$ cat src/hw/timer_pkg.sv
package timer_pkg;

	// register map, one index per 32-bit word
	localparam int reg_ctrl = 0;
	localparam int reg_load = 1;
	localparam int reg_count = 2;
	localparam int reg_status = 3;

	// control register fields
	localparam int ctrl_enable_bit = 0;
	localparam int ctrl_periodic_bit = 1;
	localparam int ctrl_irq_en_bit = 2;
	localparam int ctrl_width = 3;

	// status register fields
	// expired is sticky, write one to clear
	localparam int status_expired_bit = 0;

	// default bus and index widths
	localparam int def_data_width = 32;
	localparam int def_addr_width = 10;
	localparam int def_reg_idx_width = 8;

	// timer state machine encoding
	typedef enum logic [1:0] {
		st_idle,
		st_run,
		st_done
	} timer_state_t;

endpackage

$ cat src/hw/axilite2regctl.sv
`timescale 1ns/1ps

module axilite2regctl #(
	parameter int data_width = timer_pkg::def_data_width,
	parameter int addr_width = timer_pkg::def_addr_width,
	parameter int reg_idx_width = timer_pkg::def_reg_idx_width
) (
	input  logic                     clk,
	input  logic                     resetn,

	// register side
	output logic                     rd_en,
	output logic [reg_idx_width-1:0] rd_addr,
	input  logic [data_width-1:0]    rd_data,
	output logic                     wr_en,
	output logic [reg_idx_width-1:0] wr_addr,
	output logic [data_width-1:0]    wr_data,

	// axi4-lite slave
	input  logic [addr_width-1:0]    s_axi_awaddr,
	input  logic [2:0]               s_axi_awprot,
	input  logic                     s_axi_awvalid,
	output logic                     s_axi_awready,
	input  logic [data_width-1:0]    s_axi_wdata,
	input  logic                     s_axi_wvalid,
	output logic                     s_axi_wready,
	output logic [1:0]               s_axi_bresp,
	output logic                     s_axi_bvalid,
	input  logic                     s_axi_bready,
	input  logic [addr_width-1:0]    s_axi_araddr,
	input  logic [2:0]               s_axi_arprot,
	input  logic                     s_axi_arvalid,
	output logic                     s_axi_arready,
	output logic [data_width-1:0]    s_axi_rdata,
	output logic [1:0]               s_axi_rresp,
	output logic                     s_axi_rvalid,
	input  logic                     s_axi_rready
);

	// write channel state
	logic                  wr_ready_q;
	logic                  aw_en_q;
	logic [addr_width-1:0] awaddr_q;
	logic                  bvalid_q;
	logic                  wr_accept;

	// read channel state
	logic                  arready_q;
	logic                  rvalid_q;

	// address and data must both be present, and no response may be pending
	assign wr_accept = !wr_ready_q && s_axi_awvalid && s_axi_wvalid && aw_en_q;

	// awready and wready always move together, so one flop drives both
	always_ff @(posedge clk) begin
		if (!resetn) begin
			wr_ready_q <= 1'b0;
			aw_en_q <= 1'b1;
		end else if (wr_accept) begin
			wr_ready_q <= 1'b1;
			aw_en_q <= 1'b0;
		end else if (s_axi_bready && bvalid_q) begin
			// response taken, open the channel again
			wr_ready_q <= 1'b0;
			aw_en_q <= 1'b1;
		end else begin
			wr_ready_q <= 1'b0;
		end
	end

	// hold the write address for the strobe cycle
	always_ff @(posedge clk) begin
		if (!resetn) begin
			awaddr_q <= '0;
		end else if (wr_accept) begin
			awaddr_q <= s_axi_awaddr;
		end
	end

	// one-cycle write strobe in the ready cycle
	assign wr_en = wr_ready_q && s_axi_wvalid && s_axi_awvalid;
	assign wr_addr = awaddr_q[addr_width-1 -: reg_idx_width];
	assign wr_data = s_axi_wdata;

	// bvalid rises after the strobe and waits for bready
	always_ff @(posedge clk) begin
		if (!resetn) begin
			bvalid_q <= 1'b0;
		end else if (wr_en && !bvalid_q) begin
			bvalid_q <= 1'b1;
		end else if (s_axi_bready && bvalid_q) begin
			bvalid_q <= 1'b0;
		end
	end

	// arready pulses one cycle per arvalid
	always_ff @(posedge clk) begin
		if (!resetn) begin
			arready_q <= 1'b0;
		end else if (!arready_q && s_axi_arvalid) begin
			arready_q <= 1'b1;
		end else begin
			arready_q <= 1'b0;
		end
	end

	// read strobe only when no read data is still waiting
	assign rd_en = arready_q && s_axi_arvalid && !rvalid_q;
	// araddr is still valid during the arready cycle
	assign rd_addr = s_axi_araddr[addr_width-1 -: reg_idx_width];

	// rvalid follows the strobe, held until rready
	always_ff @(posedge clk) begin
		if (!resetn) begin
			rvalid_q <= 1'b0;
		end else if (rd_en) begin
			rvalid_q <= 1'b1;
		end else if (rvalid_q && s_axi_rready) begin
			rvalid_q <= 1'b0;
		end
	end

	// bus outputs
	assign s_axi_awready = wr_ready_q;
	assign s_axi_wready = wr_ready_q;
	assign s_axi_bvalid = bvalid_q;
	assign s_axi_arready = arready_q;
	assign s_axi_rvalid = rvalid_q;
	// rd_data is already a register in the register block
	assign s_axi_rdata = rd_data;
	// always OKAY, prot fields are not checked
	assign s_axi_bresp = 2'b00;
	assign s_axi_rresp = 2'b00;

	// a response is never withdrawn before the master takes it
	a_bvalid_hold: assert property (@(posedge clk) disable iff (!resetn)
		s_axi_bvalid && !s_axi_bready |=> s_axi_bvalid);

	a_rvalid_hold: assert property (@(posedge clk) disable iff (!resetn)
		s_axi_rvalid && !s_axi_rready |=> s_axi_rvalid);

	// no register access may leak out of a reset cycle
	a_no_strobe_in_reset: assert property (@(posedge clk)
		!resetn |=> !wr_en && !rd_en);

endmodule

$ cat src/hw/down_counter.sv
`timescale 1ns/1ps

module down_counter #(
	parameter int data_width = timer_pkg::def_data_width
) (
	input  logic                  clk,
	input  logic                  resetn,
	input  logic                  load,
	input  logic [data_width-1:0] load_value,
	input  logic                  en,
	output logic [data_width-1:0] value,
	output logic                  zero
);

	logic [data_width-1:0] value_q;

	// load wins over en
	// decrement saturates at zero
	always_ff @(posedge clk) begin
		if (!resetn) begin
			value_q <= '0;
		end else if (load) begin
			value_q <= load_value;
		end else if (en && !zero) begin
			value_q <= value_q - 1'b1;
		end
	end

	assign value = value_q;
	assign zero = (value_q == '0);

	// without a load, a counter at zero stays at zero
	a_no_wrap: assert property (@(posedge clk) disable iff (!resetn)
		zero && !load |=> zero);

endmodule

$ cat src/hw/timer_fsm.sv
`timescale 1ns/1ps

module timer_fsm (
	input  logic clk,
	input  logic resetn,
	input  logic enable,
	input  logic periodic,
	input  logic cnt_zero,
	output logic cnt_load,
	output logic cnt_en,
	output logic expire_pulse
);

	import timer_pkg::*;

	timer_state_t state_q;
	timer_state_t state_d;
	logic         in_run;

	always_ff @(posedge clk) begin
		if (!resetn)
			state_q <= st_idle;
		else
			state_q <= state_d;
	end

	// dropping enable returns any state to idle
	always_comb begin
		state_d = state_q;
		case (state_q)
			st_idle: begin
				if (enable)
					state_d = st_run;
			end
			st_run: begin
				if (!enable)
					state_d = st_idle;
				else if (cnt_zero && !periodic)
					state_d = st_done;
			end
			st_done: begin
				if (!enable)
					state_d = st_idle;
			end
			default: state_d = st_idle;
		endcase
	end

	assign in_run = (state_q == st_run) && enable;

	// load on start, and reload on expiry in periodic mode
	assign cnt_load = ((state_q == st_idle) && enable) || (in_run && cnt_zero && periodic);
	// counter stops as soon as enable is gone
	assign cnt_en = in_run;
	assign expire_pulse = in_run && cnt_zero;

	// a load always leads into counting
	a_load_then_run: assert property (@(posedge clk) disable iff (!resetn)
		cnt_load |=> state_q == st_run);

endmodule

$ cat src/hw/timer_periph_top.sv
`timescale 1ns/1ps

module timer_periph_top #(
	parameter int data_width = timer_pkg::def_data_width,
	parameter int addr_width = timer_pkg::def_addr_width,
	parameter int reg_idx_width = timer_pkg::def_reg_idx_width
) (
	input  logic                  clk,
	input  logic                  resetn,
	input  logic [addr_width-1:0] s_axi_awaddr,
	input  logic [2:0]            s_axi_awprot,
	input  logic                  s_axi_awvalid,
	output logic                  s_axi_awready,
	input  logic [data_width-1:0] s_axi_wdata,
	input  logic                  s_axi_wvalid,
	output logic                  s_axi_wready,
	output logic [1:0]            s_axi_bresp,
	output logic                  s_axi_bvalid,
	input  logic                  s_axi_bready,
	input  logic [addr_width-1:0] s_axi_araddr,
	input  logic [2:0]            s_axi_arprot,
	input  logic                  s_axi_arvalid,
	output logic                  s_axi_arready,
	output logic [data_width-1:0] s_axi_rdata,
	output logic [1:0]            s_axi_rresp,
	output logic                  s_axi_rvalid,
	input  logic                  s_axi_rready,
	output logic                  irq
);

	// register strobes between bridge and register block
	logic                     rd_en;
	logic [reg_idx_width-1:0] rd_addr;
	logic [data_width-1:0]    rd_data;
	logic                     wr_en;
	logic [reg_idx_width-1:0] wr_addr;
	logic [data_width-1:0]    wr_data;

	// timer control and status
	logic                     enable;
	logic                     periodic;
	logic [data_width-1:0]    reload_value;
	logic                     cnt_load;
	logic                     cnt_en;
	logic                     cnt_zero;
	logic [data_width-1:0]    cnt_value;
	logic                     expire_pulse;

	axilite2regctl #(
		.data_width    (data_width),
		.addr_width    (addr_width),
		.reg_idx_width (reg_idx_width)
	) i_axilite2regctl (.*);

	timer_regs #(
		.data_width    (data_width),
		.reg_idx_width (reg_idx_width)
	) i_timer_regs (.*);

	timer_fsm i_timer_fsm (.*);

	down_counter #(
		.data_width (data_width)
	) i_down_counter (
		.clk        (clk),
		.resetn     (resetn),
		.load       (cnt_load),
		.load_value (reload_value),
		.en         (cnt_en),
		.value      (cnt_value),
		.zero       (cnt_zero)
	);

endmodule

$ cat src/hw/timer_regs.sv
`timescale 1ns/1ps

module timer_regs #(
	parameter int data_width = timer_pkg::def_data_width,
	parameter int reg_idx_width = timer_pkg::def_reg_idx_width
) (
	input  logic                     clk,
	input  logic                     resetn,
	input  logic                     rd_en,
	input  logic [reg_idx_width-1:0] rd_addr,
	input  logic                     wr_en,
	input  logic [reg_idx_width-1:0] wr_addr,
	input  logic [data_width-1:0]    wr_data,
	input  logic [data_width-1:0]    cnt_value,
	input  logic                     expire_pulse,
	output logic [data_width-1:0]    rd_data,
	output logic                     enable,
	output logic                     periodic,
	output logic [data_width-1:0]    reload_value,
	output logic                     irq
);

	import timer_pkg::*;

	logic [ctrl_width-1:0] ctrl_q;
	logic [data_width-1:0] load_q;
	logic                  expired_q;
	logic                  irq_q;
	logic [data_width-1:0] rd_data_q;
	logic [data_width-1:0] rd_mux;
	logic                  status_wr;

	assign status_wr = wr_en && (wr_addr == reg_idx_width'(reg_status));

	// ctrl and reload are plain rw, count and unmapped writes drop
	always_ff @(posedge clk) begin
		if (!resetn) begin
			ctrl_q <= '0;
			load_q <= '0;
		end else if (wr_en) begin
			if (wr_addr == reg_idx_width'(reg_ctrl))
				ctrl_q <= wr_data[ctrl_width-1:0];
			if (wr_addr == reg_idx_width'(reg_load))
				load_q <= wr_data;
		end
	end

	// sticky expiry, a new expiry beats a same-cycle clear
	always_ff @(posedge clk) begin
		if (!resetn) begin
			expired_q <= 1'b0;
		end else if (expire_pulse) begin
			expired_q <= 1'b1;
		end else if (status_wr && wr_data[status_expired_bit]) begin
			expired_q <= 1'b0;
		end
	end

	// level interrupt, one cycle behind the flag
	always_ff @(posedge clk) begin
		if (!resetn)
			irq_q <= 1'b0;
		else
			irq_q <= expired_q && ctrl_q[ctrl_irq_en_bit];
	end

	always_comb begin
		rd_mux = '0;
		if (rd_addr == reg_idx_width'(reg_ctrl))
			rd_mux[ctrl_width-1:0] = ctrl_q;
		else if (rd_addr == reg_idx_width'(reg_load))
			rd_mux = load_q;
		else if (rd_addr == reg_idx_width'(reg_count))
			rd_mux = cnt_value;
		else if (rd_addr == reg_idx_width'(reg_status))
			rd_mux[status_expired_bit] = expired_q;
	end

	// snapshot on the strobe, stays put while rvalid waits
	always_ff @(posedge clk) begin
		if (!resetn)
			rd_data_q <= '0;
		else if (rd_en)
			rd_data_q <= rd_mux;
	end

	assign rd_data = rd_data_q;
	assign enable = ctrl_q[ctrl_enable_bit];
	assign periodic = ctrl_q[ctrl_periodic_bit];
	assign reload_value = load_q;
	assign irq = irq_q;

	// the flag only drops in the cycle after a status write
	a_expired_sticky: assert property (@(posedge clk) disable iff (!resetn)
		$fell(expired_q) |-> $past(status_wr));

endmodule
$ cat config.mk
export PLATFORM = sky130hd
export DESIGN_NAME = timer_periph_top
export DESIGN_NICKNAME = d
export VERILOG_FILES = /design/src/hw/timer_pkg.sv /design/src/hw/axilite2regctl.sv /design/src/hw/down_counter.sv /design/src/hw/timer_fsm.sv /design/src/hw/timer_periph_top.sv /design/src/hw/timer_regs.sv
export SDC_FILE = /design/constraint.sdc
export NUM_CORES = 1
export LEC_CHECK = 0
export ABC_AREA = 1
export BUFFER_PORTS_ARGS = -buffer_cell sky130_fd_sc_hd__buf_2
export CAP_MARGIN = 20
export CORE_UTILIZATION = 56
export DETAILED_ROUTE_END_ITERATION = 7
export GPL_TIMING_DRIVEN = 0
export PLACE_DENSITY = 0.78
export SLEW_MARGIN = 20
export SYNTH_ARGS = -nofsm -noshare
export SYNTH_HDL_FRONTEND = slang
export SYNTH_SLANG_ARGS = --single-unit
$ cat constraint.sdc
create_clock -name clk -period 2.35 [get_ports clk]
set_input_delay 0.47 -clock clk [delete_from_list [all_inputs] [get_ports clk]]
set_output_delay 0.47 -clock clk [all_outputs]
set_load 0.01 [all_outputs]
-- After elaboration in Yosys (flattened, before gate mapping)
Index checks and enable logic that the tools add are counted.
- output and inout port bits: 42
- register bits: 118
- eq/ne operators: 10
- muxes and demuxes: 23
- add/subtract/negate cells: 1
- reduce and logical (&&, ||, !) cells: 39
- operators by type and width (operator ; count):
    32-bit two-way mux ; 3
    32-bit logical NOT ; 1
    32-bit by 1-bit subtractor with 32-bit output (second input constant) ; 1
    31-bit two-way mux ; 1
    29-bit two-way mux ; 1
    8-bit by 2-bit equality test with 1-bit output (second input constant) ; 3
    1-bit logical AND ; 20
    8-bit by 1-bit equality test with 1-bit output (second input constant) ; 2
    8-bit logical NOT ; 2
    1-bit two-way mux ; 12
    2-bit nonzero test ; 5
    2-bit two-way mux ; 4
    1-bit logical NOT ; 6
    2-bit one-hot mux with 3 select lines ; 1
    2-bit inequality test (second input constant) ; 2
    2-bit AND reduction ; 2
    3-bit two-way mux ; 1
    3-bit by 2-bit inequality test with 1-bit output (second input constant) ; 1
    3-bit AND reduction ; 1
    2-bit by 1-bit equality test with 1-bit output (second input constant) ; 1
    2-bit equality test (second input constant) ; 1
    2-bit logical NOT ; 1
    1-bit logical OR ; 1

-- Logic depth before layout (Yosys ltp)
Gate-level depths: netlist of the first run.
- depth in word-level cells: 6
- depth in mapped cells: 13

-- By module
Synthesis of the first run repeated with hierarchy kept, for this count alone.
- cell total of the unflattened synthesis: 1025
- area, all modules: 6764.0 um2
- by module, submodules not included (module ; cells an instance ; sequential area each (um2) ; times used ; area each (um2)):
    timer_regs ; 445 ; 1381.3 ; 1 ; 3070.4
    down_counter ; 402 ; 640.6 ; 1 ; 2431.1
    axilite2regctl ; 159 ; 260.2 ; 1 ; 1141.1
    timer_fsm ; 19 ; 40.0 ; 1 ; 121.4

-- Least setup slack after synthesis of the first run
OpenSTA, ideal clock, no wires.
- path kind: flip-flop to flip-flop
- from: register i_down_counter.value_q[0], in the netlist i_down_counter.value[0]
- to: register i_down_counter.value_q[16], in the netlist i_down_counter.value[16]
- data required time: 2.237 ns
- cell stages (with the launch flop): 13
- library setup time: 0.113 ns
- arrival: 1.576 ns
- slack: 0.661 ns
- cells stage by stage: dfxtp_1 -> inv_1 -> ha_1 -> nand2_2 -> nor2_8 -> nand2_2 -> nor2_4 -> nand3_4 -> nand2_4 -> buf_4 -> nand2_1 -> nand3_1 -> nand2_1
- word-level cells in the longest chain between the ends: 5
- elaborated cells on any way between the ends: 10
- those cells by class: 1 x add/sub; 2 x mux; 7 x reduce/logical
- RTL lines (what ; RTL line ; source):
    start, declared ; down_counter.sv:15 ; logic [data_width-1:0] value_q;
    start signal, assigned ; down_counter.sv:23 ; value_q <= load_value;
    start signal, assigned ; down_counter.sv:25 ; value_q <= value_q - 1'b1;
    parallel branches: the longest is 5 deep, another holds 32-bit by 1-bit subtractor with 32-bit output ; -- ;
Parallel ways; which one is timed is not known. The select of a mux whose other input is x is not followed.
A chain may end at the register's enable or synchronous reset.

-- Worst setup path in the final report of the first run
- from: register i_axilite2regctl.wr_ready_q, in the netlist i_axilite2regctl.s_axi_awready
- to: register i_timer_regs.load_q[19], in the netlist i_timer_regs.reload_value[19]
- word-level cells in the longest chain between the ends: 3
- RTL lines (what ; RTL line ; source):
    start, declared ; axilite2regctl.sv:41 ; logic wr_ready_q;
    start signal, assigned ; axilite2regctl.sv:57 ; wr_ready_q <= 1'b0;
    start signal, assigned ; axilite2regctl.sv:60 ; wr_ready_q <= 1'b1;
    start signal, assigned ; axilite2regctl.sv:64 ; wr_ready_q <= 1'b0;
    1-bit logical AND (2 in a row) ; axilite2regctl.sv:81 ; assign wr_en = wr_ready_q && s_axi_wvalid && s_axi_awvalid;
    2-bit AND reduction (no line) ; -- ;
    end signal, assigned ; timer_regs.sv:44 ; load_q <= wr_data;
    end, declared ; timer_regs.sv:26 ; logic [data_width-1:0] load_q;
No other way between the ends.

==> run summary, run 1 <==
YS warnings: 0
VDD IR max: 0.6572 mV
Tcrit/Tclk final: 89.58%
critical path's slowest cell: nand4_1
critical path, cell by cell: nand3_1 -> nor3_1 -> nand4_1 -> clkbuf_1 -> o21ai_0 -> a21oi_1
worst path buffer plus inverter count: 1
hold buffers post-CTS: 0
Syn Area/Cell: 6.613 sq um
DR vias/cell: 5.510
layout cells sized above 1: 15.94%
Slew @ Worst Pin: 0.7130 ns
number of max-cap violations: 0
worst hold path type: in -> reg
Setup Crit Path Kind: reg -> reg
Antenna Violating Nets Remaining: 0
Post-route DRC: 0
initial drt markers: 479
CP arrival: 2.50 ns
RSZ-0062 raised after global routing: false
Boundary Pins: 107
WP data required: 2.74 ns
total CTS buffers: 17
outcome: finished clean
vias in the first global route: 6096
Tmin final: 2.105 ns
Die Y: 104.1 um
final antenna diode count: 0
Seq/Total Area, Yosys: 39.77%
die area: 10840 sq um
Relative slew margins: 52.10%
num rows: 36
hpwl dp: 12.81 mm
total length of routed wires: 17.58 mm
number of cells on the critical path: 6
via count: 6298
core area: 9955 sq um
total gr overflow: 0
first-pass GRT wire length: 29.03 mm
Critical Path Sink Type: register
CTS sink cnt: 116
Clock Skews: 0.007471 ns
Reg clk slew, reported paths: 0.06 ns
Reg2Reg Depth: 6
Resize count post-CTS: 0
largest net degree at the start of global routing: 17
Fin. Hold Viols: 0
Net count, final: 1063
initial antenna violation count: 0
Avg WL per Cell: 15.38 um
CP delay by family, top: simple AND/OR/NAND/NOR gates
Initial Util: 58.66%
hold depth: 3
Finished Core Util: 71.33%
Layout area overhead: 21.60%
root buf cell: clkbuf_8
CTS H-Tree Depth: 4
Yosys reg bits: 116
leakage: 3.249 nW
setup TNS: 0 ns
gr usage total: 33.75%
TritonCTS clock tree: built
clk_lat worst skew: 0.53 ns
Final setup viols: 0
Synth Cell Area: 5839 sq um
DR pass1 iterations: 5
post-synth cell types: 30
GP Congestion: 0.9778
pwr/cell area: 741.6 nW/um^2
post-synthesis instance total: 883
maximum fanout along the worst path: 10
Slew Viols, Final: 0
CP max stage delay: 0.53 ns
clock tree buffer depth: 2
number of buffers added on ports: 92
Max Clock Freq: 475.0 MHz
Die Wd: 104.1 um
Worst setup SP type: register
postcts setup bufs: 0
## layout by cell type, fill, tap and decap left out, drive strengths merged
master and n:
xor2 10, o22ai 31, o21ai 54, bufinv 4
a211oi 1, nand2 253, dfxtp 116, nand3 60
nor2 106, ha 1, o31ai 1, conb 4
inv 90, nand3b 4, clkinv 4, o221ai 1
buf 113, nor3 7, nand4 26, clkbuf 46
clkinvlp 5, a21oi 73
## registers in the layout (all words and copies together), names as in the netlist
signal / flops
i_down_counter.value: 32
i_axilite2regctl.aw_en_q: 1
i_axilite2regctl.s_axi_awready: 1
i_axilite2regctl.s_axi_rvalid: 1
i_timer_regs.ctrl_q: 3
i_timer_fsm.state_q: 2
i_timer_regs.rd_data: 32
i_timer_regs.expired_q: 1
i_axilite2regctl.awaddr_q: 8
i_timer_regs.irq: 1
i_axilite2regctl.s_axi_bvalid: 1
i_timer_regs.reload_value: 32
i_axilite2regctl.s_axi_arready: 1
## routing by layer
layer	part of all wire, %	GRT usage [%]
met2	46	54.57
met4	3.0	14.80
met5	0	0
met3	6.9	6.642
met1	44	43.65
## logic make-up (layout without fill, tap and decap cells)
group	after synthesis	count (layout)	share of synthesized area, %
other	1	4	0.06422
buffers and inverters	138	262	9.964
and+or+nand+nor	456	456	33.68
DFF	116	116	39.77
adders and majority gates	1	1	0.2142
AOI/OAI and AO/OA	161	161	14.81
xor gates and xnor gates	10	10	1.500
## cell usage after synthesis
master	count	area share, %
nor3_1	7	0.60
nand2_4	1	0.19
o22ai_1	31	3.3
clkbuf_1	27	1.7
a21oi_4	1	0.28
buf_1	4	0.26
nor2_1	99	6.4
nor2_8	1	0.34
a211oi_1	1	0.13
o221ai_1	1	0.15
o21ai_0	54	4.6
inv_1	88	5.7
nand2_1	244	16
nand4_1	26	2.8
dfxtp_1	116	40
ha_1	1	0.21
buf_4	7	0.90
nand3_1	59	5.1
nor2_2	2	0.21
conb_1	1	0.064
nand3b_1	4	0.51
o31ai_1	1	0.13
buf_2	6	0.51
xor2_1	10	1.5
nand3_4	1	0.30
nor2_4	4	0.77
a21oi_1	72	6.2
nand2_2	8	0.86
inv_2	2	0.13
buf_6	4	0.77
## tightest hold or removal path: cells and delay by family
kind                   cells  cell delay (ns)
buffers and inverters      1             0.08
and+or+nand+nor            2             0.11
## area by class of cell
cell class	instances	area, sq um
Tap cell	133	166.4
Inverter	90	337.8
Fill cell	914	2854
Multi-Input combinational cell	632	2947
Sequential cell	116	2322
Timing Repair Buffer	92	460.4
Clock buffer	19	441.7
Clock inverter	13	181.4
Buffer	48	244.0
## worst paths after layout
path | from | to | slack, ns
max | i_axilite2regctl.s_axi_awready | i_timer_regs.reload_value[19] | 0.24
min | s_axi_awaddr[3] | i_axilite2regctl.awaddr_q[3] | 0.16
max reg2reg | i_axilite2regctl.s_axi_awready | i_timer_regs.reload_value[19] | 0.24
min reg2reg | i_axilite2regctl.s_axi_arready | i_axilite2regctl.s_axi_arready | 0.43
## power by group
group	switching [W]	internal, W
Clock	0.000938	0.00177
Sequential	0.0000200	0.00199
Combinational	0.000341	0.000202
## metrics by stage
step	std cells	total power, W	cell area [sq um]	setup WS [ns]	hold slack [ns]
2_1_floorplan	886	0.002424	5851	0.6606	0.4236
3_3_place_gp	1111	0.002580	6477	0.1490	0.4259
3_5_place_dp	1111	0.002586	6477	0.1359	0.4242
4_1_cts	1143	0.005257	7101	0.2685	0.1550
5_1_grt	1143	0.005428	7101	0.09750	0.1697
6_report	1143	0.005266	7101	0.2448	0.1622
Power figures use the tool's default switching activity.
==> run 2: changes to the inputs <==
--- a/config.mk
+++ b/config.mk
@@ -10,6 +10,6 @@
 export CAP_MARGIN = 20
-export CORE_UTILIZATION = 56
+export CORE_UTILIZATION = 28
 export DETAILED_ROUTE_END_ITERATION = 7
 export GPL_TIMING_DRIVEN = 0
-export PLACE_DENSITY = 0.78
+export PLACE_DENSITY = 0.44
 export SLEW_MARGIN = 20
--- a/constraint.sdc
+++ b/constraint.sdc
@@ -3,2 +3,2 @@
 set_output_delay 0.47 -clock clk [all_outputs]
-set_load 0.01 [all_outputs]
+set_load 0.1 [all_outputs]
==> run summary, run 2 (synthesized netlist as in run 1, its figures left out) <==
RSZ-0062 raised after global routing: false
outcome: finished clean
total CTS buffers: 17
critical path, cell by cell: inv_1 -> ha_1 -> nand2_2 -> nor2_8 -> nand2_2 -> nor2_4 -> nand3_4 -> nand2_4 -> buf_4 -> nand2_1 -> nand3_1 -> nand2_1
CTS H-Tree Depth: 4
Setup Crit Path Kind: reg -> reg
Tcrit/Tclk final: 88.04%
number of max-cap violations: 0
hold buffers post-CTS: 0
DR vias/cell: 4.714
Slew @ Worst Pin: 0.7589 ns
first-pass GRT wire length: 31.97 mm
Fin. Hold Viols: 0
final antenna diode count: 0
Antenna Violating Nets Remaining: 0
Slew Viols, Final: 0
VDD IR max: 0.4027 mV
Initial Util: 28.67%
Final setup viols: 0
core area: 20360 sq um
Reg clk slew, reported paths: 0.06 ns
Boundary Pins: 107
CP delay by family, top: simple AND/OR/NAND/NOR gates
largest net degree at the start of global routing: 17
worst setup margin: 0.2811 ns
leakage: 3.271 nW
Die Y: 146.4 um
most frequent cells in the layout: nand2_1, dfxtp_1, nor2_1
vias in the first global route: 6015
total gr overflow: 0
clk_lat worst skew: 0.42 ns
Worst setup SP type: register
Max Clock Freq: 483.4 MHz
initial drt markers: 306
DR pass1 iterations: 7
hpwl dp: 14.90 mm
maximum fanout along the worst path: 10
TritonCTS clock tree: built
Resize count post-CTS: 0
die area: 21440 sq um
Clock Skews: 0.006972 ns
Finished Core Util: 35.91%
worst slack at placement: -0.1103 ns
worst path buffer plus inverter count: 2
initial antenna violation count: 0
Critical Path Sink Type: register
commonest non-fill, non-tap cell in the layout: nand2_1
critical path's slowest cell: dfxtp_1
WP data required: 2.67 ns
layout cells sized above 1: 16.02%
pwr/cell area: 757.5 nW/um^2
worst hold path type: in -> reg
total length of routed wires: 19.65 mm
CP max stage delay: 0.33 ns
Avg WL per Cell: 15.34 um
root buf cell: clkbuf_16
Layout area overhead: 25.22%
Relative slew margins: 49.41%
setup TNS: 0 ns
Post-route DRC: 0
Net count, final: 1064
Die Wd: 146.4 um
clock tree buffer depth: 2
CP arrival: 2.39 ns
postcts setup bufs: 0
via count: 6039
gr usage total: 19.28%
GP Congestion: 0.8988
num rows: 52
Tmin final: 2.069 ns
CTS sink cnt: 116
number of buffers added on ports: 92
==> run 2: cell types whose count changed in the layout (fill, tap and decap cells not counted), sizes merged <==
cell	before	now
clkinv	4	5
bufinv	4	5
inv	90	92
clkinvlp	5	3
clkbuf	46	44
buf	113	114
==> run 2: through the flow <==
step | total power [W] | cells | area, sq um | hold slack, ns
2_1_floorplan | 0.002489 | 886 | 5851 | 0.4236
3_3_place_gp | 0.002670 | 1248 | 6649 | 0.4184
3_5_place_dp | 0.002670 | 1248 | 6649 | 0.4207
4_1_cts | 0.005610 | 1280 | 7305 | 0.2476
5_1_grt | 0.005757 | 1281 | 7312 | 0.2626
6_report | 0.005539 | 1281 | 7312 | 0.2628
==> run 2: cell type report <==
cell class	instances	area (sq um)
Clock buffer	17	425.4
Timing Repair Buffer	93	467.9
Buffer	48	244.0
Fill cell	2282	13050
Clock inverter	15	230.2
Inverter	90	337.8
Tap cell	270	337.8
Sequential cell	116	2322
Multi-Input combinational cell	632	2947
==> run 2: worst register-to-register path, cell delays in order, from the launching register on <==
cell     delay (ns)
dfxtp_1        0.33
inv_1          0.09
ha_1           0.22
nand2_2        0.14
nor2_8         0.25
nand2_2        0.10
nor2_4         0.15
nand3_4        0.12
nand2_4        0.13
buf_4          0.22
nand2_1        0.09
nand3_1        0.08
nand2_1        0.05
==> run 2: power by group <==
group / internal [W] / switching, W / total (W)
clock: 0.00189 / 0.00102 / 0.00291
sequential: 0.00199 / 0.0000200 / 0.00201
combinational: 0.000202 / 0.000410 / 0.000612
total: 0.00409 / 0.00145 / 0.00554
==> run 2: worst paths after layout <==
check                                 startpoint                             end  slack, ns  cells after the start
hold / removal                   s_axi_awaddr[8]    i_axilite2regctl.awaddr_q[8]       0.26                      3
setup reg to reg         i_down_counter.value[0]        i_down_counter.value[28]       0.28                     12
hold reg to reg   i_axilite2regctl.s_axi_arready  i_axilite2regctl.s_axi_arready       0.43                      1
setup / recovery         i_down_counter.value[0]        i_down_counter.value[28]       0.28                     12
==> run 2: per-layer routing <==
layer	routed length (um)	part of all wire (%)	track usage (%)
met1	9474	48	25.17
met2	8999	46	31.52
met3	821	4.2	4.188
met4	355	1.8	6.198
met5	0	0	0
